[src/cpuCore_macros.svh]
// Sizes shared by RTL and testbench; QUEUE_DEPTH must be at least 2 and both memories hold words
`ifndef CPU_CORE_MACROS_SVH
`define CPU_CORE_MACROS_SVH

// Datapath word width in bits
`define DATA_WIDTH 16

// Architectural registers, R7 doubles as link register
`define REG_COUNT 8

// Instruction memory size in 16-bit words
`define IMEM_DEPTH 256

// Data memory size in 16-bit words
`define DMEM_DEPTH 256

// Entries between fetch and execute
`define QUEUE_DEPTH 4

`endif

[src/cpuPkg.sv]
// Encodings assume 16-bit instructions with the opcode in bits 15 to 11 and eight registers
`include "cpuCore_macros.svh"

package cpuPkg;

    // Data and byte address word
    typedef logic [`DATA_WIDTH-1:0] word_t;

    // Register index
    typedef logic [$clog2(`REG_COUNT)-1:0] regAddr_t;

    // JAL target register
    localparam regAddr_t linkReg = regAddr_t'(`REG_COUNT - 1);

    // Opcode field, instr[15:11]
    typedef enum logic [4:0] {
        opHalt  = 5'b00000,
        opNop   = 5'b00001,
        opJ     = 5'b00100,
        opJal   = 5'b00110,
        opAddi  = 5'b01000,
        opSubi  = 5'b01001,
        opBeqz  = 5'b01100,
        opBnez  = 5'b01101,
        opSt    = 5'b10000,
        opLd    = 5'b10001,
        opSlbi  = 5'b10010,
        opLbi   = 5'b11000,
        opRform = 5'b11011
    } opcode_t;

    // SUB is B minus A, ANDN is A and not B
    typedef enum logic [2:0] {
        aluAdd   = 3'd0,
        aluSub   = 3'd1,
        aluXor   = 3'd2,
        aluAndn  = 3'd3,
        aluPassB = 3'd4
    } aluOp_t;

    // Decoded control for one instruction
    typedef struct packed {
        logic     regWrite;
        regAddr_t writeReg;
        aluOp_t   aluOp;
        logic     aluSrcImm;
        word_t    imm;
        logic     memRead;
        logic     memWrite;
        logic     branchZ;
        logic     branchNz;
        logic     jump;
        logic     link;
        logic     shiftLoad;
        logic     halt;
    } ctrl_t;

endpackage

[src/instrFetch.sv]
// Program loading is ignored once start has been seen; instruction memory reads combinationally
`timescale 1ns/1ps
`include "cpuCore_macros.svh"

module instrFetch (
    input  logic                           clk,
    input  logic                           rstN,
    input  logic                           start,
    input  logic                           progWe,
    input  logic [$clog2(`IMEM_DEPTH)-1:0] progAddr,
    input  cpuPkg::word_t                  progData,
    input  logic                           fetchReady,
    input  logic                           redirect,
    input  cpuPkg::word_t                  redirectPc,
    input  logic                           halted,
    output logic                           fetchValid,
    output cpuPkg::word_t                  fetchPc,
    output cpuPkg::word_t                  fetchInstr
);
    import cpuPkg::*;

    localparam int idxW = $clog2(`IMEM_DEPTH);

    word_t imem [`IMEM_DEPTH];
    word_t pc;
    logic  running;

    // Load port, closed after start
    always_ff @(posedge clk) begin
        if (progWe && !running) begin
            imem[progAddr] <= progData;
        end
    end

    // Pc update, redirect beats sequential advance
    always_ff @(posedge clk or negedge rstN) begin
        if (!rstN) begin
            running <= 1'b0;
            pc      <= '0;
        end else begin
            if (start) begin
                running <= 1'b1;
                pc      <= '0;
            end else if (redirect) begin
                pc <= redirectPc;
            end else if (fetchValid && fetchReady) begin
                pc <= pc + word_t'(2);
            end
        end
    end

    // Offer word at pc until accepted
    assign fetchValid = running && !halted;
    assign fetchPc    = pc;
    // Word index from byte pc
    assign fetchInstr = imem[pc[idxW:1]];

endmodule

[config.mk]
export PLATFORM = sky130hd
export DESIGN_NAME = instrFetch
export DESIGN_NICKNAME = d
export VERILOG_FILES = /design/src/cpuPkg.sv /design/src/instrFetch.sv
export VERILOG_INCLUDE_DIRS = /design/src
export SDC_FILE = /design/constraint.sdc
export NUM_CORES = 2
export LEC_CHECK = 0
export BUFFER_PORTS_ARGS = -buffer_cell sky130_fd_sc_hd__buf_2
export CAP_MARGIN = 15
export CORE_ASPECT_RATIO = 1.75
export CORE_MARGIN = 2
export CORE_UTILIZATION = 57
export CTS_BUF_LIST = sky130_fd_sc_hd__clkbuf_16
export DETAILED_ROUTE_END_ITERATION = 10
export PLACE_DENSITY_LB_ADDON = 0.3
export SYNTH_ARGS = -nofsm -noshare
export SYNTH_HDL_FRONTEND = slang
export SYNTH_SLANG_ARGS = --single-unit
[constraint.sdc]
create_clock -name clk -period 3.35 [get_ports clk]
set_input_delay 0.67 -clock clk [delete_from_list [all_inputs] [get_ports clk]]
set_output_delay 0.67 -clock clk [all_outputs]
set_load 0.005 [all_outputs]
## Yosys cells after proc, flatten, opt, wreduce, memory -nomap -nowiden

Memory sizes are Yosys's and may differ from the RTL's.
Cells that the tools add are included.

| word-level totals | value |
|---|---|
| output and inout port bits | 33 |
| memories kept | 1 |
| bits in registers | 17 |
| RAM bits | 4096 |

| operators by class | value |
|---|---|
| multiplexer cells | 5 |
| reductions and logical operators | 6 |
| $add $sub $neg | 1 |

Memory list:

| name | depth | width | rd ports | clocked after memory_dff | wr ports | RTL line | RTL |
|---|---|---|---|---|---|---|---|
| imem | 256 | 16 | 1 | 0 | 1 | instrFetch.sv:24 | `` word_t imem [`IMEM_DEPTH]; `` |

Operator list:

| cell | number |
|---|---|
| 16-bit 2-to-1 mux | 3 |
| 16-bit by 2-bit adder with 16-bit output (second input constant) | 1 |
| 1-bit logical AND | 3 |
| 3-bit nonzero test | 1 |
| 1-bit logical NOT | 2 |
| 1-bit 2-to-1 mux | 2 |

## Logic depth before layout (Yosys ltp)

| depth | value |
|---|---|
| depth in word-level cells | 6 |
| depth in mapped cells | 14 |
| mapped depth without buffers | 7 |

## Least setup slack after synthesis

OpenSTA, ideal clock, no wires.

| timing | value |
|---|---|
| path type | register to output |
| start | reg pc[2] (netlist: fetchPc[2]) |
| end | out fetchInstr[15] |
| data required time | 2680 ps |
| arrival | 2691 ps |
| path slack | -11 ps |
| path buffers | 4 |
| stages on the path, launching flop included | 10 |
| cells stage by stage | dfrtp_1 > buf_2 > buf_2 > buf_2 > buf_1 > mux4_2 > mux4_2 > a22oi_1 > nand3_1 > a311o_1 |

| on the way | value |
|---|---|
| cells in the longest elaborated chain, start to end | 1 |

RTL lines:

| item | RTL line | RTL |
|---|---|---|
| from (decl) | instrFetch.sv:25 | `word_t pc;` |
| from (signal assigned) | instrFetch.sv:45 | `pc <= redirectPc;` |
| from (signal assigned) | instrFetch.sv:47 | `pc <= pc + word_t'(2);` |
| memory read 256 x 16 bit | - |  |
| to (decl) | instrFetch.sv:18 | `output cpuPkg::word_t fetchInstr` |

No other way between the ends.

## Final worst setup path

| timing | value |
|---|---|
| start | reg pc[2] (netlist: fetchPc[2]) |
| end | out fetchInstr[12] |

The elaborated chain is that of the path after synthesis.

==> flow_summary.ini <==
[finish]
non_filler_instance_count_after_layout = 12302
area.growth.synth_to_final_pct = 18.2
design.final.nets = 8455
final_core_util_pct = 67.6
num-fill-cells = 16427
drive_above_1_share_pct = 36.9
finalInstanceArea_um2 = 187000

[drt]
routed_wl_um = 483000
drcViolationCount = 0
num_vias = 85028
postRouteAntennaNets = 0
detail_route.wl_per_cell_um = 39.3
per_cell_via_count_in_the_routed_design = 6.91
drt_iter0_drc = 13458
drt_first_pass_iters = 8

[synth]
synth_fa_ha_area_share_pct = 0.00789
synth_seq_cells = 4113
mappedNetlistNets = 7140
number_of_synthesis_warnings = 0
synthesis.area_um2 = 159000
synth.cells.most_frequent = sky130_fd_sc_hd__edfxtp_1 (4096), sky130_fd_sc_hd__mux4_2 (1018), sky130_fd_sc_hd__nor2_1 (355)
synthFlopType = sky130_fd_sc_hd__edfxtp_1
synthSimpleGateAreaFrac_pct = 1.62
number_of_library_cell_types_mapped_by_synthesis = 69
yosysSeqAreaShare_pct = 77.8
postSynthAreaPerCell_um2 = 22.4
synth_top_cells_by_area = sky130_fd_sc_hd__edfxtp_1 (78%), sky130_fd_sc_hd__mux4_2 (14%), sky130_fd_sc_hd__mux2i_1 (1.9%), sky130_fd_sc_hd__nor2_1 (0.84%), sky130_fd_sc_hd__a221oi_1 (0.52%)
synth_xor_xnor_area_share_pct = 0.0663
synth_top_family_by_area = multiplexers
synth-compound-area-share_pct = 2.50
yosys.cell_count.top_type = sky130_fd_sc_hd__edfxtp_1
post-synth-top-area-fraction_pct = 77.6
syn-instance-count = 7092
synth_edf_count = 4096
ys_async_sr_fraction_pct = 0.413
synthMuxAreaShare_pct = 16.4
netlist.top_cell.by_area = sky130_fd_sc_hd__edfxtp_1

[grt]
grt_start_max_net_pins = 108
overflow = 0
via_count_of_the_first_global_routing_pass = 84821
grtUsageTotal_pct = 33.9
number_of_antenna_violations_at_the_first_check_in_global_routing = 26
grt_first_pass_wirelength_um = 659000

[clock_network]
tritoncts_num_sinks = 4113
clkLatencyLatePin_ns = 0.94
clock-root-buffer = sky130_fd_sc_hd__clkbuf_16
tritoncts = yes
clk_path_buf_depth = 4
h-tree-depth = 5
clk_pin_slew_worst_paths_ns = 0.06
tritoncts.num_buffers = 340

[floorplan]
die_w_um = 403
std_cell_rows = 256
floorplan.core_area_um2 = 277000
design.die.area_um2 = 283000
io_pins = 80
floorplan.die.height_um = 702
starting_density_of_the_core_pct = 57.2

[sta]
fmaxAchievable_mhz = 189
slew_viol_final = 0
worstMarginPinSlew_ns = 1.05
setup_viol = 16
final_min_period_over_clock_period_pct = 158
hold_viol = 0
period_minus_slack_ns = 5.28
max_slew_margin_pct = 30.2
finalWorstSetupSlack_ns = -1.93
setup_repair_after_global_routing_missed_its_margin = true
fin_setup_tns_ns = -26.58
worst_clock_skew_ns = 0.0402

[placement]
routability_congestion_estimate = 0.977
numPlacedInstances = 11490
detailed_place.area_um2 = 172000
io_buffer_count = 79
dpl.hpwl_um = 301000
dp_worst_setup_slack_ns = -1.34

[hold_path]
timing.hold.worst.class = in -> reg

[worst_setup_path]
cp_data_required_time_ns = 2.68
critical_path.cell_chain = buf_12 -> buf_12 -> buf_12 -> mux4_2 -> a222oi_1 -> buf_4 -> o21ai_2 -> or3_1 -> a311o_2 -> buf_2
startpoint_type = flop
critical_path.most_common_cell = sky130_fd_sc_hd__buf_12
cpMaxStageDelayCell = sky130_fd_sc_hd__a222oi_1
endpoint_kind = primary output
critPathKind = reg -> out
crit_fanout = 8
arrival_ns = 4.61
slowest_delay_ns = 0.84

[power]
power_dens_cells_nw_per_um2 = 567
p_leak_uw = 0.0598
ir_drop_v = 0.000386

[outcome]
run_status = finished with violations
violated_checks = negative setup slack

[flow_run]
max_cap_viol_count = 0
## per-stage QoR
step / hold slack (ns) / power (uW)
floorplan: 0.374 / 61100
finish: 0.0524 / 106000
global placement: 0.504 / 65000
detailed placement: 0.511 / 65100
global route: 0.0804 / 108000
CTS: 0.00220 / 106000
## layout by cell type (no fill, tap or decap), drive strengths merged, types with 5 or more instances in the layout
cell,count
edfxtp,4096
buf,1361
mux4,1018
clkbuf,376
nor2,355
mux2i,304
a21oi,153
clkinv,141
nand2,138
o21ai,109
a221oi,94
inv,57
a22oi,56
bufinv,47
nand3,44
o22ai,33
o221ai,29
clkinvlp,19
a31oi,19
diode,18
dfrtp,17
nor3,17
nor2b,16
o211ai,13
nand4,13
a211oi,12
and3,11
xnor2,10
dlygate4sd3,9
and2,7
a22o,6
a21o,5
o221a,5
a211o,5
nand2b,5
a2111oi,5
o2111ai,5
## worst paths after layout
path | startpoint | endpoint | slack, ns | cells past startpoint
min reg2reg | fetchPc[0] | fetchPc[0] | 0.53 | 2
max in group asynchronous | rstN | fetchPc[2] | 2.55 | 2
max | fetchPc[2] | fetchInstr[12] | -1.93 | 10
min | redirectPc[14] | fetchPc[14] | 0.05 | 3
min in group asynchronous | rstN | fetchPc[6] | 0.32 | 2
max reg2reg | fetchPc[3] | fetchPc[8] | 0.05 | 10
## state kept, by name (all words and copies together) (netlist names)
name,count
running,1
imem,4096
fetchPc,16
## repair_timing
action,CTS,global route
cloned,14,10
setup endpoints to repair,16,16
buffers inserted,67,103
pin swaps,42,74
resized for setup,264,215
hold buffers,9,0
endpoints found under the hold margin,25,0
## worst max-delay path, delay by kind of cell, from the launching register on
| family | cells | cell delay, ns |
|---|---|---|
| AND/OR/NAND/NOR | 1 | 0.39 |
| AO/OA/AOI/OAI | 3 | 1.40 |
| buffers and inverters | 5 | 0.87 |
| multiplexers | 1 | 0.42 |
| flip-flops | 1 | 0.58 |
## final cells by class
class | instances | area, um2 | share of cell area, %
inverter | 9 | 52.6 | 0.0280
multi-input combinational | 2547 | 34300 | 18.3
clock inverter | 255 | 2490 | 1.33
antenna | 18 | 45.0 | 0.0240
timing repair buffer | 1396 | 13800 | 7.37
clock buffer | 352 | 8810 | 4.70
sequential | 4113 | 123000 | 65.9
tap | 3612 | 4520 | 2.41
## kinds of logic after synthesis
group | after synthesis
AND/OR/NAND/NOR | 619
adder cells (fa/ha/maj) | 1
multiplexers | 1326
buffers and inverters | 432
XOR/XNOR | 12
AO/OA/AOI/OAI | 589
flip-flops | 4113
## per-layer routing
metal	part of all wire, %	global-route usage (%)	wire length, um
met1	30	38.9	144000
met2	49	55.1	236000
met3	11	6.87	52100
met4	10	28.6	50500
met5	0.0025	0	12
## report_power, final
group          internal (uW)  switching, uW
clock network          22800          18300
logic                   3600           4990
registers              56500           37.8
total                  82900          23300
Note: power is estimated with default switching activity, not from simulation.
