File: src/cpuCore_macros.svh
// Sizes shared by RTL and testbench; QUEUE_DEPTH must be at least 2 and both memories hold words
`ifndef CPU_CORE_MACROS_SVH
`define CPU_CORE_MACROS_SVH

// Datapath word width in bits
`define DATA_WIDTH 16

// Architectural registers, R7 doubles as link register
`define REG_COUNT 8

// Instruction memory size in 16-bit words
`define IMEM_DEPTH 256

// Data memory size in 16-bit words
`define DMEM_DEPTH 256

// Entries between fetch and execute
`define QUEUE_DEPTH 4

`endif

File: src/cpuPkg.sv
// Encodings assume 16-bit instructions with the opcode in bits 15 to 11 and eight registers
`include "cpuCore_macros.svh"

package cpuPkg;

    // Data and byte address word
    typedef logic [`DATA_WIDTH-1:0] word_t;

    // Register index
    typedef logic [$clog2(`REG_COUNT)-1:0] regAddr_t;

    // JAL target register
    localparam regAddr_t linkReg = regAddr_t'(`REG_COUNT - 1);

    // Opcode field, instr[15:11]
    typedef enum logic [4:0] {
        opHalt  = 5'b00000,
        opNop   = 5'b00001,
        opJ     = 5'b00100,
        opJal   = 5'b00110,
        opAddi  = 5'b01000,
        opSubi  = 5'b01001,
        opBeqz  = 5'b01100,
        opBnez  = 5'b01101,
        opSt    = 5'b10000,
        opLd    = 5'b10001,
        opSlbi  = 5'b10010,
        opLbi   = 5'b11000,
        opRform = 5'b11011
    } opcode_t;

    // SUB is B minus A, ANDN is A and not B
    typedef enum logic [2:0] {
        aluAdd   = 3'd0,
        aluSub   = 3'd1,
        aluXor   = 3'd2,
        aluAndn  = 3'd3,
        aluPassB = 3'd4
    } aluOp_t;

    // Decoded control for one instruction
    typedef struct packed {
        logic     regWrite;
        regAddr_t writeReg;
        aluOp_t   aluOp;
        logic     aluSrcImm;
        word_t    imm;
        logic     memRead;
        logic     memWrite;
        logic     branchZ;
        logic     branchNz;
        logic     jump;
        logic     link;
        logic     shiftLoad;
        logic     halt;
    } ctrl_t;

endpackage

File: src/instrQueue.sv
// Flush wins over a same-cycle push; depth need not be a power of two
`timescale 1ns/1ps
`include "cpuCore_macros.svh"

module instrQueue (
    input  logic          clk,
    input  logic          rstN,
    input  logic          flush,
    input  logic          inValid,
    input  cpuPkg::word_t inPc,
    input  cpuPkg::word_t inInstr,
    input  logic          outReady,
    output logic          inReady,
    output logic          outValid,
    output cpuPkg::word_t outPc,
    output cpuPkg::word_t outInstr
);
    import cpuPkg::*;

    localparam int ptrW = $clog2(`QUEUE_DEPTH);

    word_t            pcMem    [`QUEUE_DEPTH];
    word_t            instrMem [`QUEUE_DEPTH];
    logic [ptrW-1:0]  wrPtr;
    logic [ptrW-1:0]  rdPtr;
    logic [ptrW:0]    count;
    logic             push;
    logic             pop;

    // Circular pointer step
    function automatic logic [ptrW-1:0] nextPtr(input logic [ptrW-1:0] ptr);
        return (ptr == ptrW'(`QUEUE_DEPTH - 1)) ? '0 : ptr + 1'b1;
    endfunction

    assign inReady  = (count != (ptrW + 1)'(`QUEUE_DEPTH));
    assign outValid = (count != '0);
    assign push     = inValid && inReady;
    assign pop      = outValid && outReady;

    // Entry storage
    always_ff @(posedge clk) begin
        if (push) begin
            pcMem[wrPtr]    <= inPc;
            instrMem[wrPtr] <= inInstr;
        end
    end

    // Pointers and occupancy
    always_ff @(posedge clk or negedge rstN) begin
        if (!rstN) begin
            wrPtr <= '0;
            rdPtr <= '0;
            count <= '0;
        end else if (flush) begin
            wrPtr <= '0;
            rdPtr <= '0;
            count <= '0;
        end else begin
            if (push) begin
                wrPtr <= nextPtr(wrPtr);
            end
            if (pop) begin
                rdPtr <= nextPtr(rdPtr);
            end
            // Simultaneous push and pop keeps count
            if (push && !pop) begin
                count <= count + 1'b1;
            end else if (pop && !push) begin
                count <= count - 1'b1;
            end
        end
    end

    // Head entry
    assign outPc    = pcMem[rdPtr];
    assign outInstr = instrMem[rdPtr];

endmodule

File: config.mk
export PLATFORM = sky130hd
export DESIGN_NAME = instrQueue
export DESIGN_NICKNAME = d
export VERILOG_FILES = /design/src/cpuPkg.sv /design/src/instrQueue.sv
export VERILOG_INCLUDE_DIRS = /design/src
export SDC_FILE = /design/constraint.sdc
export NUM_CORES = 1
export LEC_CHECK = 0
export ABC_AREA = 1
export BUFFER_PORTS_ARGS = -buffer_cell sky130_fd_sc_hd__buf_2
export CAP_MARGIN = 20
export CORE_MARGIN = 2
export CORE_UTILIZATION = 57
export DETAILED_ROUTE_END_ITERATION = 7
export GPL_ROUTABILITY_DRIVEN = 0
export GPL_TIMING_DRIVEN = 0
export PLACE_DENSITY = 0.78
export SETUP_SLACK_MARGIN = 0.1
export SYNTH_ARGS = -nofsm -noshare
export SYNTH_HDL_FRONTEND = slang
export SYNTH_SLANG_ARGS = --single-unit
File: constraint.sdc
create_clock -name clk -period 2.7 [get_ports clk]
set_input_delay 0.54 -clock clk [delete_from_list [all_inputs] [get_ports clk]]
set_output_delay 0.54 -clock clk [all_outputs]
set_load 0.01 [all_outputs]
======== Yosys cells after proc, flatten, opt, wreduce, memory -nomap -nowiden ========
Memories as Yosys holds them, arrays and structs flattened.
Cells that the tools add are included.
cells by class
  $add $sub $neg .......................... 4
  multipliers ............................. 0
  div/mod/pow operators ................... 0
  magnitude comparators ................... 0
  equality and inequality tests ........... 3
  shift operators ......................... 0
  multiplexer cells ....................... 11
  bitwise operators ....................... 0
  reduce and logical (&&, ||, !) cells .... 10
operators with widths
  cell                   number
  $mux W2                6
  $mux W3                3
  $reduce_bool A3 Y1     2
  $add A2 B1 Y2 const B  2
  $eq A2 B2 Y1 const B   2
  $logic_and A1 B1 Y1    4
  $reduce_bool A2 Y1     2
  $add A3 B1 Y3 const B  1
  $ne A3 B3 Y1 const B   1
  $sub A3 B1 Y3 const B  1
  $logic_not A1 Y1       2
  $mux W1                2
storage, ports and cells
  register bits ........................... 7
  latch bits .............................. 0
  memory bits (writable) .................. 128
  memory bits (read-only) ................. 0
  input port bits ......................... 37
  output and inout port bits .............. 34
  word-level logic and storage cells ...... 33
  memories ................................ 2
memory list
  memory    words  width  read ports  clocked after memory_dff  write ports  line              RTL
  instrMem  4      16     1           0                         1            instrQueue.sv:23  word_t instrMem [`QUEUE_DEPTH];
  pcMem     4      16     1           0                         1            instrQueue.sv:22  word_t pcMem [`QUEUE_DEPTH];

======== Logic depth before layout (Yosys ltp) ========
Gate-level depths: netlist of run 1.
  word-level depth ........................ 7
  mapped depth ............................ 12

======== Worst setup path after synthesis of run 1 ========
OpenSTA, ideal clock, no wires.
  kind .................................... reg2reg
  start point ............................. register wrPtr[0]
  end point ............................... memory instrMem[2][0] (netlist bit) (enable)
  setup time .............................. 0.421 ns
  data arrival time ....................... 2.017 ns
  setup slack ............................. 0.262 ns
  cell stages (with the launch flop) ...... 5
  buffers on the path ..................... 0
  cells stage by stage .................... dfrtp_1 > inv_1 > ha_1 > inv_1 > nor2_1
RTL lines
  item                    line              RTL
  start, declared         instrQueue.sv:24  logic [ptrW-1:0] wrPtr;
  start signal, assigned  instrQueue.sv:60  wrPtr <= nextPtr(wrPtr);
  end, declared           instrQueue.sv:23
Straight into the memory's write port.

======== Worst setup path after layout of run 1 ========
  start point ............................. register rdPtr[1]
  end point ............................... output port outPc[12]
on the way
  cells in the longest elaborated chain, start to end .. 1
ends and longest elaborated chain
  item                    line              RTL
  start, declared         instrQueue.sv:25  logic [ptrW-1:0] rdPtr;
  start signal, assigned  instrQueue.sv:63  rdPtr <= nextPtr(rdPtr);
  $mem_v2 Z4 W16          --
  end, declared           instrQueue.sv:15  output cpuPkg::word_t outPc,
No other way between the ends.

==> results of run 1 <==
## power breakdown
part / total (W) / leakage [nW] / internal (W) / switching, W
sequential: 0.00260 / 1.26 / 0.00252 / 0.0000788
clock: 0.00188 / 0.236 / 0.00109 / 0.000788
combinational: 0.00159 / 0.845 / 0.000574 / 0.00101
total: 0.00607 / 2.35 / 0.00419 / 0.00188
## metal layers
metal  wire length (um)  GRT usage (%)  up-vias
li1                   -              -     1573
met3                689           4.94        8
met1               4620           31.1     1669
met5                  0              0        -
met4                 92           8.85        0
met2               5850           40.4      132
## through the flow
step                      std cells  area (um2)  total power (W)
after global placement          556        5750          0.00412
after global routing            591        6380          0.00636
after CTS                       591        6370          0.00610
final                           591        6380          0.00607
after detailed placement        560        5880          0.00422
after floorplan                 375        5260          0.00357
## registers in the layout, indices dropped and copies added (netlist names)
| signal | count |
|---|---|
| instrMem | 64 |
| pcMem | 64 |
| count | 3 |
| rdPtr | 2 |
| wrPtr | 2 |
## cell families after synthesis
group / share of synthesized area [%]
compound gates: 10.4
simple gates: 7.75
xor+xnor: 0.166
fa+ha+maj: 1.57
buf+inv: 3.69
flops: 76.4
## final cells by class
cell class,count,area (um2)
clock inverters,12,65.1
clock buffers,18,418
multi-input cells,204,1080
inverters,16,60.1
flip-flops and latches,135,4020
repair buffers,75,455
fillers,622,2730
well taps,111,139
plain buffers,20,141
## cell usage in the layout (no fill, tap or decap), types with 2 or more instances in the layout
cell / synthesis / routed
edfxtp_1: 128 / 128
clkbuf_2: 0 / 6
nor2_1: 70 / 66
nand4_1: 3 / 3
buf_2: 5 / 75
clkinv_1: 1 / 3
clkinvlp_4: 0 / 3
nand3_1: 4 / 4
nand2_4: 2 / 2
nand2_2: 2 / 2
buf_6: 7 / 7
inv_1: 12 / 12
clkbuf_1: 8 / 3
buf_16: 0 / 2
clkinv_2: 0 / 7
clkbuf_16: 0 / 16
o22ai_1: 32 / 32
nand2_1: 12 / 12
dfrtp_1: 7 / 7
ha_1: 5 / 5
nor2_4: 1 / 5
buf_12: 0 / 2
inv_2: 3 / 3
o21ai_1: 22 / 22
o21ai_0: 46 / 46
## final timing paths
path,from,endpoint,slack (ps)
max in group asynchronous,rstN,rdPtr[1],2130
min in group asynchronous,rstN,count[1],410
worst max-delay path,rdPtr[1],outPc[12],190
worst min-delay path,inPc[7],pcMem[3][7],250
worst min register to register,count[2],count[2],620
worst max register to register,count[1],count[2],730
## repair_timing
action                                  in CTS  in global routing
endpoints found under the setup margin      14                  8
endpoints found under the hold margin        7                  0
hold buffers                                 1                  0
resized for setup                            3                  6
==> out/results.tsv, run 1 <==
stage	metric	value	unit
global_route	grt_usage	23.9	%
sta	holdWs	252	ps
floorplanning	fp-row-count	35	
routing	num_vias	3382	
floorplanning	die_area	0.0100	mm2
global_route	overflow	0	
clock_tree	cts_tree	built	
sta	setup_viol	0	
floorplanning	die_h	100	um
worst_setup_path	critical_path_required	2160	ps
synth	synth-main-ff-cell	edfxtp_1	
global_route	grt_pass1_vias	3390	
clock_tree	clock_path_buffers	2	
sta	finClkSkew	4.58	ps
synth	synth_area_per_cell	14.0	um2
sta	period_needed	2510	ps
routing	first_pass_iters	5	
pwr	ir_drop	0.555	mV
routing	drc	0	
layout	drive_gt1_share	27.7	%
run	maxCapViolations	0	
routing	vias_per_cell	5.72	
run_status	status	completed	
clock_tree	clk_pin_slew	60	ps
layout	nets	512	
synth	syn_area	0.00526	mm2
synth	yosys-top-cells-count	edfxtp_1, nor2_1, o21ai_0, o22ai_1, o21ai_1	
clock_tree	root_buffer	clkbuf_8	
clock_tree	htree_levels	4	
routing	wirelength	11300	um
synth	yosys_register_bits	135	
global_route	grt_antenna_before_repair	0	
placed_design	place_ws	554	ps
routing	routedWlPerCell	19.0	um
synth	synthDistinctLibCells	24	
pwr	power.leakage	2.35	nW
floorplanning	start_util	57.8	%
sta	setup_slack	188	ps
sta	drv_slew	0	
pwr	p_per_area	952	mW/mm2
synth	synth_top_cell_area_share	73.1	%
worst_setup_path	crit_slowest_cell	dfrtp_1	
worst_setup_path	cp-start-kind	register	
worst_setup_path	critPathBufInv	3	
worst_setup_path	path_cells	inv_1 > clkbuf_2 > o21ai_0 > o22ai_1 > buf_2	
worst_setup_path	critPathTopFamily	buffers and inverters	
synth	synthTopCellsByArea	edfxtp_1, nor2_1, o21ai_0	
synth	ys_async_sr_fraction	5.19	%
layout	postLayoutCoreUtil	70.0	%
floorplanning	die_x	100	um
worst_setup_path	cp_max_fo	10	
global_route	grt_pass1_wl	17600	um
routing	detail-route-antenna-nets	0	
synth	synth_fp_nets	418	
routing	drtIter0Drc	243	
placed_design	portBuffers	70	
sta	period_share	93.1	%
sta	tns	0	ps
worst_setup_path	path_depth	5	
layout	area_growth	21.2	%
synth	yosysWarningCount	0	
clock_tree	cts_sinks	135	
layout	antenna_cells	0	
worst_hold_path	hold_depth	1	
placed_design	place_hpwl	6920	um
synth	yosys.area.top_type	edfxtp_1	
clock_tree	cts_buffers	17	
clock_tree	clock_latency	500	ps
worst_setup_path	cp-end-kind	primary output	
worst_hold_path	hold_class	in2reg	
global_route	grt_max_degree	27	
worst_setup_path	worst-endpoint-arrival	1970	ps
floorplanning	coreArea	0.00911	mm2
clock_tree	cts_setup_buffers	0	
sta	relSlewSlack	59.4	%
worst_setup_path	crit_type	reg2out	
synth	synth_edf_count	128	
worst_setup_path	reg2reg_depth	12	
floorplanning	pin_count	71	
sta	grt_setup_unrepaired	no	
sta	finalHoldViolations	0	
sta	worstMarginPinSlew	607	ps
synth	ys_seq_area_share	76.4	%
worst_setup_path	critical-path-max-stage-delay	460	ps
sta	clock.fmax	398	MHz
synth	synthMostInstantiatedCell	edfxtp_1	
synth	syn-instance-count	375	
(Power assumes the default switching activity.)
==> inputs of run 2 (changes only) <==
Settings changed: CORE_ASPECT_RATIO set to 0.7, CORE_MARGIN 2 to not set, PLACE_DENSITY 0.78 to not set, PLACE_DENSITY_LB_ADDON set to 0.12.
==> run 2 against run 1 <==
  * Cell count increased by 1.9%
  * Combinational power hardly changed
  * Clock power grew 26%
  * Critical path depth unchanged
  * Highest routed layer unchanged
  * Global-route usage increased by 1.0 points
  * Critical endpoint is now outInstr[1]
  * Non-clock buffer count did not move
  * Worst hold slack improved by 88 ps
  * Critical path type unchanged
==> out/results.tsv, run 2 (same netlist as run 1, synthesis figures left out) <==
stage	metric	value	unit
placed_design	place_hpwl	6640	um
worst_hold_path	hold_class	in2reg	
routing	first_pass_iters	4	
floorplanning	pin_count	71	
layout	drive_gt1_share	27.2	%
sta	finalHoldViolations	0	
global_route	grt_max_degree	31	
worst_setup_path	cp-start-kind	register	
layout	final_common_cell	edfxtp_1	
global_route	grt_antenna_before_repair	0	
routing	routedWlPerCell	17.6	um
routing	wirelength	10600	um
layout	fill_cells	606	
clock_tree	cts_tree	built	
clock_tree	cts_sinks	135	
layout	nets	512	
routing	detail-route-antenna-nets	0	
run	maxCapViolations	0	
global_route	grt_pass1_vias	3217	
clock_tree	root_buffer	clkbuf_16	
worst_setup_path	crit_type	reg2out	
worst_hold_path	hold_depth	1	
floorplanning	coreArea	0.00869	mm2
worst_setup_path	worst-endpoint-arrival	1900	ps
routing	drc	0	
floorplanning	die_x	117	um
worst_setup_path	path_cells	inv_1 > clkbuf_2 > o21ai_0 > o22ai_1 > buf_2	
clock_tree	clk_pin_slew	60	ps
global_route	busiest_layer	met2	
pwr	power.leakage	2.38	nW
sta	period_needed	2440	ps
clock_tree	clock_path_buffers	2	
layout	area_growth	23.6	%
sta	clock.fmax	409	MHz
clock_tree	cts_buffers	17	
floorplanning	start_util	60.6	%
layout	layout_common_cells	edfxtp_1, buf_2, nor2_1, o21ai_0, o22ai_1	
floorplanning	die_area	0.00962	mm2
worst_setup_path	regToRegSetupSlack	730	ps
layout	antenna_cells	0	
sta	drv_slew	0	
pwr	totalPowerFinal	0.00655	W
worst_setup_path	critical_path_required	2160	ps
floorplanning	fp-row-count	28	
sta	period_share	90.5	%
global_route	grt_usage	24.9	%
sta	relSlewSlack	60.0	%
worst_setup_path	cp_max_fo	10	
worst_setup_path	cp-end-kind	primary output	
floorplanning	die_h	82.4	um
worst_setup_path	critPathBufInv	3	
run_status	status	completed	
placed_design	portBuffers	70	
worst_setup_path	reg2reg_to	count[2]	
sta	finClkSkew	5.24	ps
worst_setup_path	r2r-start	count[1]	
pwr	ir_drop	0.716	mV
sta	setup_viol	0	
placed_design	place_area	0.00588	mm2
clock_tree	clock_latency	410	ps
worst_hold_path	min-delay-start	inInstr[7]	
worst_setup_path	reg2reg_depth	12	
routing	drtIter0Drc	291	
layout	seq_area	0.00402	mm2
global_route	use_met3	6.20	%
global_route	grt_util_met1	33.1	%
routing	vias_per_cell	5.46	
routing	num_vias	3286	
layout	finalInstanceArea	0.00650	mm2
layout	top_regs	instrMem: 64 flops, pcMem: 64 flops, count: 3 flops	
sta	worstMarginPinSlew	599	ps
worst_setup_path	critical-path-max-stage-delay	470	ps
clock_tree	htree_levels	4	
sta	grt_setup_unrepaired	no	
worst_setup_path	crit_slowest_cell	dfrtp_1	
layout	multi_input_area	0.00108	mm2
pwr	p_per_area	1010	mW/mm2
worst_setup_path	critPathTopFamily	buffers and inverters	
global_route	overflow	0	
worst_hold_path	min_to	instrMem[3][7]	
global_route	met2_usage	39.7	%
global_route	grt_pass1_wl	16500	um
## run 2: per-layer routing
metal | wire length (um) | part of all wire [%]
met3 | 691 | 6.5
met4 | 146 | 1.4
met5 | 0 | 0
met1 | 4680 | 44
met2 | 5090 | 48
## run 2: how the worst max path moves through the flow
stage                        start             end  slack (ps)  cells past startpoint
after detailed placement  rdPtr[1]     outInstr[1]         490                      5
after global routing      rdPtr[1]     outInstr[1]         110                      4
after floorplan           wrPtr[0]  instrMem[2][0]         260                      4
after CTS                 rdPtr[1]        outPc[8]         150                      5
after global placement     inValid  instrMem[3][9]        -830                      3
final                     rdPtr[1]     outInstr[1]         260                      5
## run 2: stage by stage
| step | TNS (ps) | hold WS [ps] | worst slack [ps] | util, % | std cells |
|---|---|---|---|---|---|
| finish | 0 | 339 | 257 | 74.9 | 602 |
| global route | 0 | 325 | 106 | 74.9 | 602 |
| CTS | 0 | 328 | 152 | 74.8 | 602 |
| detailed placement | 0 | 391 | 494 | 67.7 | 569 |
| global placement | -95270 | 382 | -828 | 66.3 | 565 |
| floorplan | 0 | 244 | 262 | - | 375 |
## run 2: final cells by class
cell class	count	share of cell area [%]
timing repair buffer	75	6.89
buffer	20	2.12
inverter	16	0.923
clock inverter	13	2.75
clock buffer	19	6.66
multi-input combinational	204	16.6
tap	120	2.31
sequential	135	61.8
## run 2: repair_timing
action	in CTS	in global routing
hold buffers	1	0
endpoints found under the hold margin	7	0
endpoints found under the setup margin	2	13
buffers inserted	0	0
resized for setup	1	4
## run 2: power by group
group,switching (W),internal [W],total (W)
clock,0.000832,0.00154,0.00237
sequential,0.0000758,0.00252,0.00260
combinational,0.00100,0.000580,0.00158
## run 2: worst register-to-register path, stage by stage (launching register included)
cell and delay (ps):
dfrtp_1 410, nor2_4 160, nand2_2 80, nand2_4 150, inv_2 80, nand2_4 90
inv_1 70, fa_1 410, xnor2_1 200, inv_1 60, nand2_1 60, nand3_1 70
nand2_1 60
