File: src/cpuCore_macros.svh
// Sizes shared by RTL and testbench; QUEUE_DEPTH must be at least 2 and both memories hold words
`ifndef CPU_CORE_MACROS_SVH
`define CPU_CORE_MACROS_SVH

// Datapath word width in bits
`define DATA_WIDTH 16

// Architectural registers, R7 doubles as link register
`define REG_COUNT 8

// Instruction memory size in 16-bit words
`define IMEM_DEPTH 256

// Data memory size in 16-bit words
`define DMEM_DEPTH 256

// Entries between fetch and execute
`define QUEUE_DEPTH 4

`endif

File: src/cpuPkg.sv
// Encodings assume 16-bit instructions with the opcode in bits 15 to 11 and eight registers
`include "cpuCore_macros.svh"

package cpuPkg;

    // Data and byte address word
    typedef logic [`DATA_WIDTH-1:0] word_t;

    // Register index
    typedef logic [$clog2(`REG_COUNT)-1:0] regAddr_t;

    // JAL target register
    localparam regAddr_t linkReg = regAddr_t'(`REG_COUNT - 1);

    // Opcode field, instr[15:11]
    typedef enum logic [4:0] {
        opHalt  = 5'b00000,
        opNop   = 5'b00001,
        opJ     = 5'b00100,
        opJal   = 5'b00110,
        opAddi  = 5'b01000,
        opSubi  = 5'b01001,
        opBeqz  = 5'b01100,
        opBnez  = 5'b01101,
        opSt    = 5'b10000,
        opLd    = 5'b10001,
        opSlbi  = 5'b10010,
        opLbi   = 5'b11000,
        opRform = 5'b11011
    } opcode_t;

    // SUB is B minus A, ANDN is A and not B
    typedef enum logic [2:0] {
        aluAdd   = 3'd0,
        aluSub   = 3'd1,
        aluXor   = 3'd2,
        aluAndn  = 3'd3,
        aluPassB = 3'd4
    } aluOp_t;

    // Decoded control for one instruction
    typedef struct packed {
        logic     regWrite;
        regAddr_t writeReg;
        aluOp_t   aluOp;
        logic     aluSrcImm;
        word_t    imm;
        logic     memRead;
        logic     memWrite;
        logic     branchZ;
        logic     branchNz;
        logic     jump;
        logic     link;
        logic     shiftLoad;
        logic     halt;
    } ctrl_t;

endpackage

File: src/alu.sv
// No carry or overflow output; subtraction is B minus A
`timescale 1ns/1ps

module alu (
    input  cpuPkg::word_t  inA,
    input  cpuPkg::word_t  inB,
    input  cpuPkg::aluOp_t op,
    output cpuPkg::word_t  result,
    output logic           zero
);
    import cpuPkg::*;

    always_comb begin
        case (op)
            aluAdd:  result = inA + inB;
            // Matches SUBI and R-format SUB operand order
            aluSub:  result = inB - inA;
            aluXor:  result = inA ^ inB;
            aluAndn: result = inA & ~inB;
            aluPassB: result = inB;
            default: result = inB;
        endcase
    end

    // Branch test flag
    assign zero = (result == '0);

endmodule

File: src/ctrlDecode.sv
// Purely combinational; any opcode outside the listed set decodes as NOP
`timescale 1ns/1ps
`include "cpuCore_macros.svh"

module ctrlDecode (
    input  cpuPkg::word_t instr,
    output cpuPkg::ctrl_t ctrl
);
    import cpuPkg::*;

    opcode_t opcode;
    word_t   imm5S;
    word_t   imm8S;
    word_t   imm8Z;
    word_t   disp11S;

    assign opcode = opcode_t'(instr[15:11]);

    // Immediate forms
    assign imm5S   = {{(`DATA_WIDTH - 5){instr[4]}}, instr[4:0]};
    assign imm8S   = {{(`DATA_WIDTH - 8){instr[7]}}, instr[7:0]};
    assign imm8Z   = {{(`DATA_WIDTH - 8){1'b0}}, instr[7:0]};
    assign disp11S = {{(`DATA_WIDTH - 11){instr[10]}}, instr[10:0]};

    always_comb begin
        ctrl       = '0;
        ctrl.aluOp = aluAdd;
        case (opcode)
            opHalt: ctrl.halt = 1'b1;
            opJ: begin
                ctrl.jump = 1'b1;
                ctrl.imm  = disp11S;
            end
            opJal: begin
                ctrl.jump     = 1'b1;
                ctrl.link     = 1'b1;
                ctrl.regWrite = 1'b1;
                ctrl.writeReg = linkReg;
                ctrl.imm      = disp11S;
            end
            opAddi, opSubi, opLd: begin
                ctrl.regWrite  = 1'b1;
                ctrl.writeReg  = instr[7:5];
                ctrl.aluSrcImm = 1'b1;
                ctrl.imm       = imm5S;
                // SUBI yields imm minus rs
                ctrl.aluOp     = (opcode == opSubi) ? aluSub : aluAdd;
                ctrl.memRead   = (opcode == opLd);
            end
            opSt: begin
                // Address is rs + imm5 and data comes from the rd field
                ctrl.memWrite  = 1'b1;
                ctrl.aluSrcImm = 1'b1;
                ctrl.imm       = imm5S;
            end
            opBeqz, opBnez: begin
                ctrl.branchZ  = (opcode == opBeqz);
                ctrl.branchNz = (opcode == opBnez);
                ctrl.imm      = imm8S;
            end
            opSlbi: begin
                ctrl.regWrite  = 1'b1;
                ctrl.writeReg  = instr[10:8];
                ctrl.shiftLoad = 1'b1;
                ctrl.imm       = imm8Z;
            end
            opLbi: begin
                ctrl.regWrite  = 1'b1;
                ctrl.writeReg  = instr[10:8];
                ctrl.aluSrcImm = 1'b1;
                ctrl.aluOp     = aluPassB;
                ctrl.imm       = imm8S;
            end
            opRform: begin
                ctrl.regWrite = 1'b1;
                ctrl.writeReg = instr[4:2];
                // Function field picks the operation
                case (instr[1:0])
                    2'b00:   ctrl.aluOp = aluAdd;
                    2'b01:   ctrl.aluOp = aluSub;
                    2'b10:   ctrl.aluOp = aluXor;
                    default: ctrl.aluOp = aluAndn;
                endcase
            end
            // Unlisted opcodes behave as NOP
            default: ;
        endcase
    end

endmodule

File: src/execUnit.sv
// One instruction per cycle with no stalls before HALT; data memory is word aligned by address bit 0
`timescale 1ns/1ps
`include "cpuCore_macros.svh"

module execUnit (
    input  logic             clk,
    input  logic             rstN,
    input  logic             issueValid,
    input  cpuPkg::word_t    issuePc,
    input  cpuPkg::word_t    issueInstr,
    output logic             issueReady,
    output logic             redirect,
    output cpuPkg::word_t    redirectPc,
    output logic             halted,
    output logic             retireValid,
    output cpuPkg::word_t    retirePc,
    output logic             retireRegWe,
    output cpuPkg::regAddr_t retireReg,
    output cpuPkg::word_t    retireData
);
    import cpuPkg::*;

    localparam int dIdxW = $clog2(`DMEM_DEPTH);

    ctrl_t            ctrl;
    word_t            rsData;
    word_t            rtData;
    word_t            aluInB;
    word_t            aluResult;
    logic             aluZero;
    word_t            pcPlus2;
    word_t            memData;
    word_t            slbiValue;
    word_t            wbData;
    logic [dIdxW-1:0] memIdx;
    logic             fire;
    logic             taken;
    word_t            dmem [`DMEM_DEPTH];

    ctrlDecode uDecode (
        .instr (issueInstr),
        .ctrl  (ctrl)
    );

    // rs at 10:8, rt and I-format rd at 7:5
    regFile uRegs (
        .clk       (clk),
        .rstN      (rstN),
        .readAddr1 (issueInstr[10:8]),
        .readAddr2 (issueInstr[7:5]),
        .writeEn   (fire && ctrl.regWrite),
        .writeAddr (ctrl.writeReg),
        .writeData (wbData),
        .readData1 (rsData),
        .readData2 (rtData)
    );

    // Branches pass rs through so the zero flag tests it
    assign aluInB = (ctrl.branchZ || ctrl.branchNz) ? '0 :
                    ctrl.aluSrcImm ? ctrl.imm : rtData;

    alu uAlu (
        .inA    (rsData),
        .inB    (aluInB),
        .op     (ctrl.aluOp),
        .result (aluResult),
        .zero   (aluZero)
    );

    assign issueReady = !halted;
    assign fire       = issueValid && issueReady;
    assign pcPlus2    = issuePc + word_t'(2);

    // Taken branch or jump
    assign taken      = ctrl.jump || (ctrl.branchZ && aluZero) || (ctrl.branchNz && !aluZero);
    assign redirect   = fire && taken;
    assign redirectPc = pcPlus2 + ctrl.imm;

    // Data memory at rs + imm5
    assign memIdx  = aluResult[dIdxW:1];
    assign memData = dmem[memIdx];

    always_ff @(posedge clk) begin
        if (fire && ctrl.memWrite) begin
            dmem[memIdx] <= rtData;
        end
    end

    // SLBI keeps low byte of rs as high byte
    assign slbiValue = (rsData << 8) | ctrl.imm;

    always_comb begin
        if (ctrl.link) begin
            wbData = pcPlus2;
        end else if (ctrl.memRead) begin
            wbData = memData;
        end else if (ctrl.shiftLoad) begin
            wbData = slbiValue;
        end else begin
            wbData = aluResult;
        end
    end

    // Halt is sticky until reset
    always_ff @(posedge clk or negedge rstN) begin
        if (!rstN) begin
            halted      <= 1'b0;
            retireValid <= 1'b0;
        end else begin
            retireValid <= fire;
            if (fire && ctrl.halt) begin
                halted <= 1'b1;
            end
        end
    end

    // Retire record, one cycle after the pop
    always_ff @(posedge clk) begin
        if (fire) begin
            retirePc    <= issuePc;
            retireRegWe <= ctrl.regWrite;
            retireReg   <= ctrl.writeReg;
            retireData  <= wbData;
        end
    end

endmodule

File: src/regFile.sv
// Reads are combinational with no write bypass; R0 is an ordinary writable register
`timescale 1ns/1ps
`include "cpuCore_macros.svh"

module regFile (
    input  logic             clk,
    input  logic             rstN,
    input  cpuPkg::regAddr_t readAddr1,
    input  cpuPkg::regAddr_t readAddr2,
    input  logic             writeEn,
    input  cpuPkg::regAddr_t writeAddr,
    input  cpuPkg::word_t    writeData,
    output cpuPkg::word_t    readData1,
    output cpuPkg::word_t    readData2
);
    import cpuPkg::*;

    word_t regs [`REG_COUNT];

    // All registers start at zero
    always_ff @(posedge clk or negedge rstN) begin
        if (!rstN) begin
            for (int i = 0; i < `REG_COUNT; i++) begin
                regs[i] <= '0;
            end
        end else if (writeEn) begin
            regs[writeAddr] <= writeData;
        end
    end

    assign readData1 = regs[readAddr1];
    assign readData2 = regs[readAddr2];

endmodule
File: config.mk
export PLATFORM = sky130hd
export DESIGN_NAME = execUnit
export DESIGN_NICKNAME = d
export VERILOG_FILES = /design/src/cpuPkg.sv /design/src/alu.sv /design/src/ctrlDecode.sv /design/src/execUnit.sv /design/src/regFile.sv
export VERILOG_INCLUDE_DIRS = /design/src
export SDC_FILE = /design/constraint.sdc
export NUM_CORES = 2
export LEC_CHECK = 0
export ABC_AREA = 1
export ABC_CLOCK_PERIOD_IN_PS = 10620
export BUFFER_PORTS_ARGS = -buffer_cell sky130_fd_sc_hd__buf_2
export CORE_MARGIN = 2
export CORE_UTILIZATION = 55
export CTS_BUF_LIST = sky130_fd_sc_hd__clkbuf_8
export DETAILED_ROUTE_END_ITERATION = 12
export MAX_ROUTING_LAYER = met4
export PLACE_DENSITY_LB_ADDON = 0.15
export RECOVER_POWER = 100
export SYNTH_ARGS = -nofsm -noshare
export SYNTH_HDL_FRONTEND = slang
export SYNTH_HIERARCHICAL = 1
export SYNTH_SLANG_ARGS = --single-unit
File: constraint.sdc
create_clock -name clk -period 10.62 [get_ports clk]
set_clock_uncertainty 0.05 [all_clocks]
set_input_delay 1.062 -clock clk [delete_from_list [all_inputs] [get_ports clk]]
set_output_delay 1.062 -clock clk [all_outputs]
set_load 0.01 [all_outputs]
# == After elaboration in Yosys (flattened, before gate mapping) ==
# Memories as Yosys holds them, arrays and structs flattened.
# Cells that the tools add are included.
# word_totals
mem_bits_rw,4096
word_cells,100
ff_bits,166
rom_bits,0
latchBits,0
memories,1
# classes
muxes,30
multipliers,0
div,0
n_reduce_logical,24
bitwise,7
n_lt_le_gt_ge,4
eq_ne,16
shift,0
addsub,4
# memory_table
name,words,width,read_ports,rd_clocked_by_memory_dff,write_ports,line_no,rtl
dmem,256,16,1,0,1,execUnit.sv:38,word_t dmem [`DMEM_DEPTH];
# ops
op,n
two-way mux 16 bit,10
bitwise mux 128 bit,1
case mux 16 bit (4 select lines),2
binary-select mux 16 bit (select 3 bit),2
demux 16 bit (select 3 bit),1
adder 16 bit,2
== test 5 bit (second input constant),5
== test 5 x 4 -> 1 bit (second input constant),4
adder 16 x 2 -> 16 bit (second input constant),1
bitwise AND 16 bit,1
logical NOT 16 bit,1
inverter 16 bit,1
OR 16 bit,1
case mux 4 bit (4 select lines),1
subtractor 16 bit,1
XOR 16 bit,1
greater-or-equal comparator 4 bit (second input constant),3
inverter 3 -> 4 bit,3
== test 5 x 3 -> 1 bit (second input constant),2
two-way mux 1 bit,10
case mux 3 bit (3 select lines),1
logical AND 1 bit,8
== test 3 x 2 -> 1 bit (second input constant),2
case mux 2 bit (3 select lines),1
other kinds (14),20

# == Logic depth before layout (Yosys ltp) ==
# logic_depth
word_depth,14
mapped_depth,39

# == Hierarchy ==
# The synthesis kept the hierarchy.
# modules_own_cells
module,cells_per_inst,area_each_um2,n_inst
execUnit,12353,160362.6,1
regFile,1165,7489.7,1
alu,391,2109.5,1
ctrlDecode,103,467.9,1

# == Worst setup path after synthesis ==
# Ideal clock, no wire load.
# synth_timing
path_kind,input-to-reg
from,input issueInstr[6]
to,memory dmem[182][0] (netlist bit) (enable)
setup_time_ns,0.430
cell_stages,24
t_required_ns,10.140
slack_ns,1.513
t_arrival_ns,8.626
path_cell_list,buf_2 > clkbuf_1 > nand3_1 > nand2_1 > nand2_1 > nand2_1 > nand2_1 > a21oi_1 > inv_1 > ha_1 > fa_1 > inv_1 > nand3_1 > nand2_1 > nand2_1 > nand3b_1 > nand3_1 > nand2_1 > inv_1 > nor2_1 > inv_1 > nor2_1 > nand2_1 > nor4_1
# synth_between
elab_cells_between_ends,13
cone_classes,2 x add/sub; 7 x mux; 4 x bitwise
# synth_rtl
element,line_no,rtl
from (decl),execUnit.sv:10,"input cpuPkg::word_t issueInstr,"
inverter 3 -> 4 bit (implied by the code) (*),regFile.sv:32,assign readData2 = regs[readAddr2];
binary-select mux 16 bit (select 3 bit) (*),regFile.sv:32,
two-way mux 16 bit (implied by the code) (*) (2 in a row),regFile.sv:32,
named net rtData[0],execUnit.sv:27,word_t rtData;
two-way mux 16 bit (*),execUnit.sv:60,ctrl.aluSrcImm ? ctrl.imm : rtData;
two-way mux 16 bit (*),execUnit.sv:59,assign aluInB = (ctrl.branchZ || ctrl.branchNz) ? '0 :
named net aluInB[0],execUnit.sv:28,word_t aluInB;
subtractor 16 bit or adder 16 bit (tied branches),"alu.sv:17, alu.sv:15",
case mux 16 bit (4 select lines) (*),alu.sv:14,case (op)
named net aluResult[8],execUnit.sv:29,word_t aluResult;
to (decl),execUnit.sv:38,
# Mark *: on every way through the listed nets, which the timed path passes. The rest lies on a longest branch. The select of a mux whose other input is x is not followed.

# == Final worst setup path ==
# layout_timing
from,input issueInstr[5]
to,memory dmem[154][5] (netlist bit) (enable)
# The elaborated chain is that of the path after synthesis.

==> metrics.txt <==
# TYPE chip_impl_metric gauge
chip_impl_info{name="status",value="finished with violations"} 1
chip_impl_info{name="violations",value="capacitance limit, slew limit"} 1
chip_impl_metric{name="n_fill_cell",unit=""} 24200
chip_impl_metric{name="routed_wl_per_cell",unit="um"} 27.3
chip_impl_metric{name="synth-xor-area-share",unit="%"} 0.211
chip_impl_metric{name="clock_latency_late_sink",unit="ps"} 1230
chip_impl_metric{name="postSynthAreaPerCell",unit="sq um"} 12.2
chip_impl_metric{name="global_route.usage.total",unit="%"} 33.9
chip_impl_metric{name="simple_gate_share_of_the_synthesized_area",unit="%"} 17.6
chip_impl_metric{name="synth_compound_gate_area_share",unit="%"} 4.38
chip_impl_metric{name="detailroute.wirelength.met2",unit="um"} 238000
chip_impl_metric{name="drt_drc_violations_left",unit=""} 0
chip_impl_metric{name="final-seq-area",unit="sq mm"} 0.127
chip_impl_metric{name="global_route_wire_length_before_repair",unit="um"} 758000
chip_impl_metric{name="cts.repair_timing.setup_buffer_count",unit=""} 0
chip_impl_metric{name="post-dp-hpwl",unit="um"} 308000
chip_impl_metric{name="area_of_the_mapped_netlist",unit="sq mm"} 0.170
chip_impl_metric{name="post_synthesis_register_bit_count",unit=""} 4262
chip_impl_info{name="synth-main-ff-cell",value="edfxtp_1"} 1
chip_impl_metric{name="crit_fanout",unit=""} 62
chip_impl_metric{name="highest_clock_rate",unit="MHz"} 106
chip_impl_info{name="timing.rr.start",value="uRegs/regs[55]"} 1
chip_impl_metric{name="synthesized_area_fraction_occupied_by_adder_cells",unit="%"} 0.398
chip_impl_metric{name="gp_congestion",unit=""} 0.954
chip_impl_metric{name="total_area_of_multi_input_combinational_cells",unit="sq mm"} 0.0385
chip_impl_metric{name="clkSinkCount",unit=""} 4262
chip_impl_metric{name="grt_remaining_overflow",unit=""} 0
chip_impl_metric{name="clk_path_buf_depth",unit=""} 4
chip_impl_info{name="rsz0062_at_grt",value="no"} 1
chip_impl_info{name="critical_path.endpoint",value="dmem[154][5]"} 1
chip_impl_info{name="maxUsedRoutingLayer",value="met4"} 1
chip_impl_metric{name="antenna_left",unit=""} 0
chip_impl_info{name="clock_tree_from_tritoncts",value="done"} 1
chip_impl_metric{name="initial_utilization",unit="%"} 55.2
chip_impl_metric{name="final-hold-violation-count",unit=""} 0
chip_impl_metric{name="synth.net_count",unit=""} 14100
chip_impl_metric{name="detail_route.wirelength",unit="um"} 527000
chip_impl_metric{name="drt-pass1-iter-count",unit=""} 8
chip_impl_metric{name="maximum_number_of_pins_on_one_net_before_global_route_repair",unit=""} 177
chip_impl_metric{name="setup-violations-final",unit=""} 0
chip_impl_metric{name="critPathArrivalTime",unit="ps"} 10270
chip_impl_metric{name="final_critical_path_share_of_the_clock_period",unit="%"} 89.1
chip_impl_metric{name="synth_enable_flop_cells",unit=""} 4132
chip_impl_metric{name="post_drt_via_cell_ratio",unit=""} 6.03
chip_impl_metric{name="leakage",unit="uW"} 0.0680
chip_impl_metric{name="max_cap_viol_count",unit=""} 71
chip_impl_metric{name="ctsHtreeMaxLevel",unit=""} 6
chip_impl_info{name="synth_top_family_by_area",value="simple AND/OR/NAND/NOR gates"} 1
chip_impl_metric{name="dr_wl_met3",unit="um"} 62100
chip_impl_info{name="worst_setup_path_end_kind",value="flip-flop"} 1
chip_impl_metric{name="total_routed_wire_length_on_the_met1_layer",unit="um"} 203000
chip_impl_metric{name="fin_setup_tns",unit="ps"} 0
chip_impl_metric{name="power_density_relative_to_cell_area",unit="mW/mm^2"} 241
chip_impl_metric{name="max_slew_margin",unit="%"} -214
chip_impl_info{name="hold_path.class",value="input pin to flip-flop"} 1
chip_impl_metric{name="fin_nets",unit=""} 14700
chip_impl_metric{name="synthDistinctLibCells",unit=""} 45
chip_impl_metric{name="dieWidth",unit="um"} 561
chip_impl_metric{name="syn_to_final_growth",unit="%"} 11.0
chip_impl_metric{name="route.vias.total",unit=""} 116000
chip_impl_metric{name="post-route-min-period",unit="ps"} 9470
chip_impl_metric{name="fraction_of_final_layout_cells_sized_beyond_drive_strength_1",unit="%"} 7.77
chip_impl_info{name="cts_root_buf",value="clkbuf_8"} 1
chip_impl_metric{name="asyncSetResetFlopFracSynth",unit="%"} 3.05
chip_impl_metric{name="grt_antenna_before_repair",unit=""} 21
chip_impl_metric{name="synth_seq_area_share",unit="%"} 74.7
chip_impl_metric{name="worst_setup_hold_path_clk_slew",unit="ps"} 60
chip_impl_info{name="element_type_at_the_critical_path_start",value="input pin"} 1
chip_impl_metric{name="maxSlewViolCount",unit=""} 3872
chip_impl_metric{name="worst_r2r_path_depth",unit=""} 31
chip_impl_metric{name="ioPinCount",unit=""} 91
chip_impl_metric{name="port_buffers",unit=""} 90
chip_impl_metric{name="cts_made_buffers",unit=""} 674
chip_impl_metric{name="synthCells",unit=""} 14000
chip_impl_metric{name="grt_pass1_vias",unit=""} 111000
chip_impl_info{name="worst_setup_path_class",value="input pin to flip-flop"} 1
chip_impl_metric{name="synth.area.mux_share",unit="%"} 0
chip_impl_metric{name="critPathRequiredTime",unit="ps"} 11420
chip_impl_metric{name="detailedRoute.firstIterationViolations",unit=""} 16700
chip_impl_metric{name="fp-row-count",unit=""} 204
chip_impl_metric{name="ff2ff_setup_slack",unit="ps"} 2080
chip_impl_metric{name="count_of_warnings_emitted_by_yosys",unit=""} 6
chip_impl_info{name="reg2reg_capture_point",value="uRegs/regs[87]"} 1
chip_impl_metric{name="tightestPinTransition",unit="ps"} 4700
chip_impl_metric{name="core",unit="sq mm"} 0.309
chip_impl_metric{name="die-area",unit="sq mm"} 0.314
chip_impl_metric{name="report.power.total",unit="uW"} 45600
chip_impl_info{name="timing_startpoint_of_the_critical_path",value="issueInstr[5]"} 1
chip_impl_metric{name="irDropWorstVdd",unit="V"} 0.000211
chip_impl_metric{name="fp.dieH",unit="um"} 561
critical path, stage by stage:
cell	delay, ps
buf_2	530
clkbuf_1	1620
nand2_1	160
nand3_1	170
nand2_1	60
nand2_1	60
nand2_1	640
nand2_1	260
a21oi_1	140
ha_1	400
a21oi_1	190
nand2_1	170
nand2_1	100
nand3_1	90
nand2_1	290
inv_1	140
nor2_4	870
buf_12	430
nand3_1	600
clkbuf_1	820
nor2_1	770
clkbuf_1	550
per-stage QoR:
step | utilization (%) | instance area (sq um) | instances | hold slack [ps] | setup WS [ps]
5_1_grt | 61.3 | 189000 | 19300 | 187 | 1110
6_report | 61.3 | 189000 | 19300 | 217 | 1150
2_1_floorplan | - | 170000 | 14000 | 403 | 1510
3_5_place_dp | 57.8 | 178000 | 18100 | 424 | 1490
4_1_cts | 61.7 | 190000 | 19300 | 7.06 | 2750
3_3_place_gp | 57.8 | 178000 | 18100 | 417 | 1550
metal layers:
metal	vias up	global-route usage [%]
met2	7487	50.0
met4	0	14.1
met5	-	-
met3	1124	7.02
met1	57200	46.2
li1	50500	-
what timing repair did:
action	4_1_cts	5_1_grt
gates resized for setup	0	0
hold buffers	17	0
hold endpoints to repair	75	0
endpoints found under the setup margin	0	0
state kept, by name, summed over array words and instances, names as in the netlist:
name / count
retirePc: 16
halted: 1
retireReg: 3
retireValid: 1
dmem: 4096
uRegs/regs: 128
retireData: 16
retireRegWe: 1
worst min path at each step:
stage               depth (start not counted)            start               to  slack [ps]
finish                                      1       issuePc[0]      retirePc[0]         220
global route                                1       issuePc[0]      retirePc[0]         190
CTS                                         1       issuePc[0]      retirePc[0]           7
detailed placement                          2   uRegs/regs[77]   uRegs/regs[77]         420
global placement                            2  uRegs/regs[113]  uRegs/regs[113]         420
floorplan                                   2  uRegs/regs[100]  uRegs/regs[100]         400
cell usage in the layout (no fill, tap or decap), types with 17 or more instances in the layout:
cell / n
nand2_1: 5875
edfxtp_1: 4132
clkbuf_8: 687
a22oi_1: 642
nor2_1: 619
nand4_1: 608
inv_1: 536
clkbuf_1: 348
o21ai_0: 293
nand3_1: 276
buf_4: 239
clkinv_1: 172
dfrtp_1: 130
a21oi_1: 128
o21ai_1: 69
buf_12: 68
ha_1: 51
clkinv_2: 41
xor2_1: 29
buf_2: 18
diode_2: 17
dlygate4sd3_1: 17
synth_stat cells, types with 2 or more instances:
library cell	number	area, sq um
fa_1	2	40.0
o21ai_0	293	1470
nand4_1	608	3800
buf_4	14	105
nor3_1	8	40.0
a22oi_1	642	4820
clkinv_1	8	30.0
or2_2	3	18.8
buf_6	8	90.1
ha_1	51	638
nor2_4	5	56.3
o31ai_1	2	15.0
clkbuf_2	4	20.0
nor2_1	623	2340
inv_1	298	1120
nand2_2	10	62.6
nor2_2	7	43.8
nand3_2	2	20.0
a31oi_1	6	37.5
inv_2	15	56.3
nand3_1	279	1400
nand3b_1	11	82.6
clkbuf_1	264	991
o21bai_1	4	30.0
buf_1	34	128
nand2_1	5876	22100
edfxtp_1	4132	124000
a21oi_1	128	641
xor2_1	29	254
dfrtp_1	130	3250
buf_2	419	2100
a221oi_1	2	17.5
xnor2_1	12	105
o21ai_2	4	35.0
o21ai_1	69	345
area by class of cell:
| cell class | count | share of cell area [%] |
|---|---|---|
| multi-input cells | 8685 | 20.4 |
| clock buffers | 687 | 5.00 |
| repair buffers | 694 | 2.51 |
| diodes | 17 | 0.0225 |
| clock inverters | 505 | 1.40 |
| flip-flops and latches | 4262 | 67.3 |
| well taps | 4120 | 2.73 |
| inverters | 322 | 0.660 |
power breakdown:
group          switching, uW  leakage, uW  internal, uW
Clock                   6510      0.00701          6290
Combinational          10600       0.0227          3470
Sequential              5.82       0.0383         18800
Total                  17100       0.0680         28500
kinds of logic after synthesis:
kind of cell / count (synthesis)
simple gates: 7435
flops: 4262
compound gates: 1156
buf+inv: 1065
fa+ha+maj: 53
xor+xnor: 41
(Power assumes the default switching activity.)
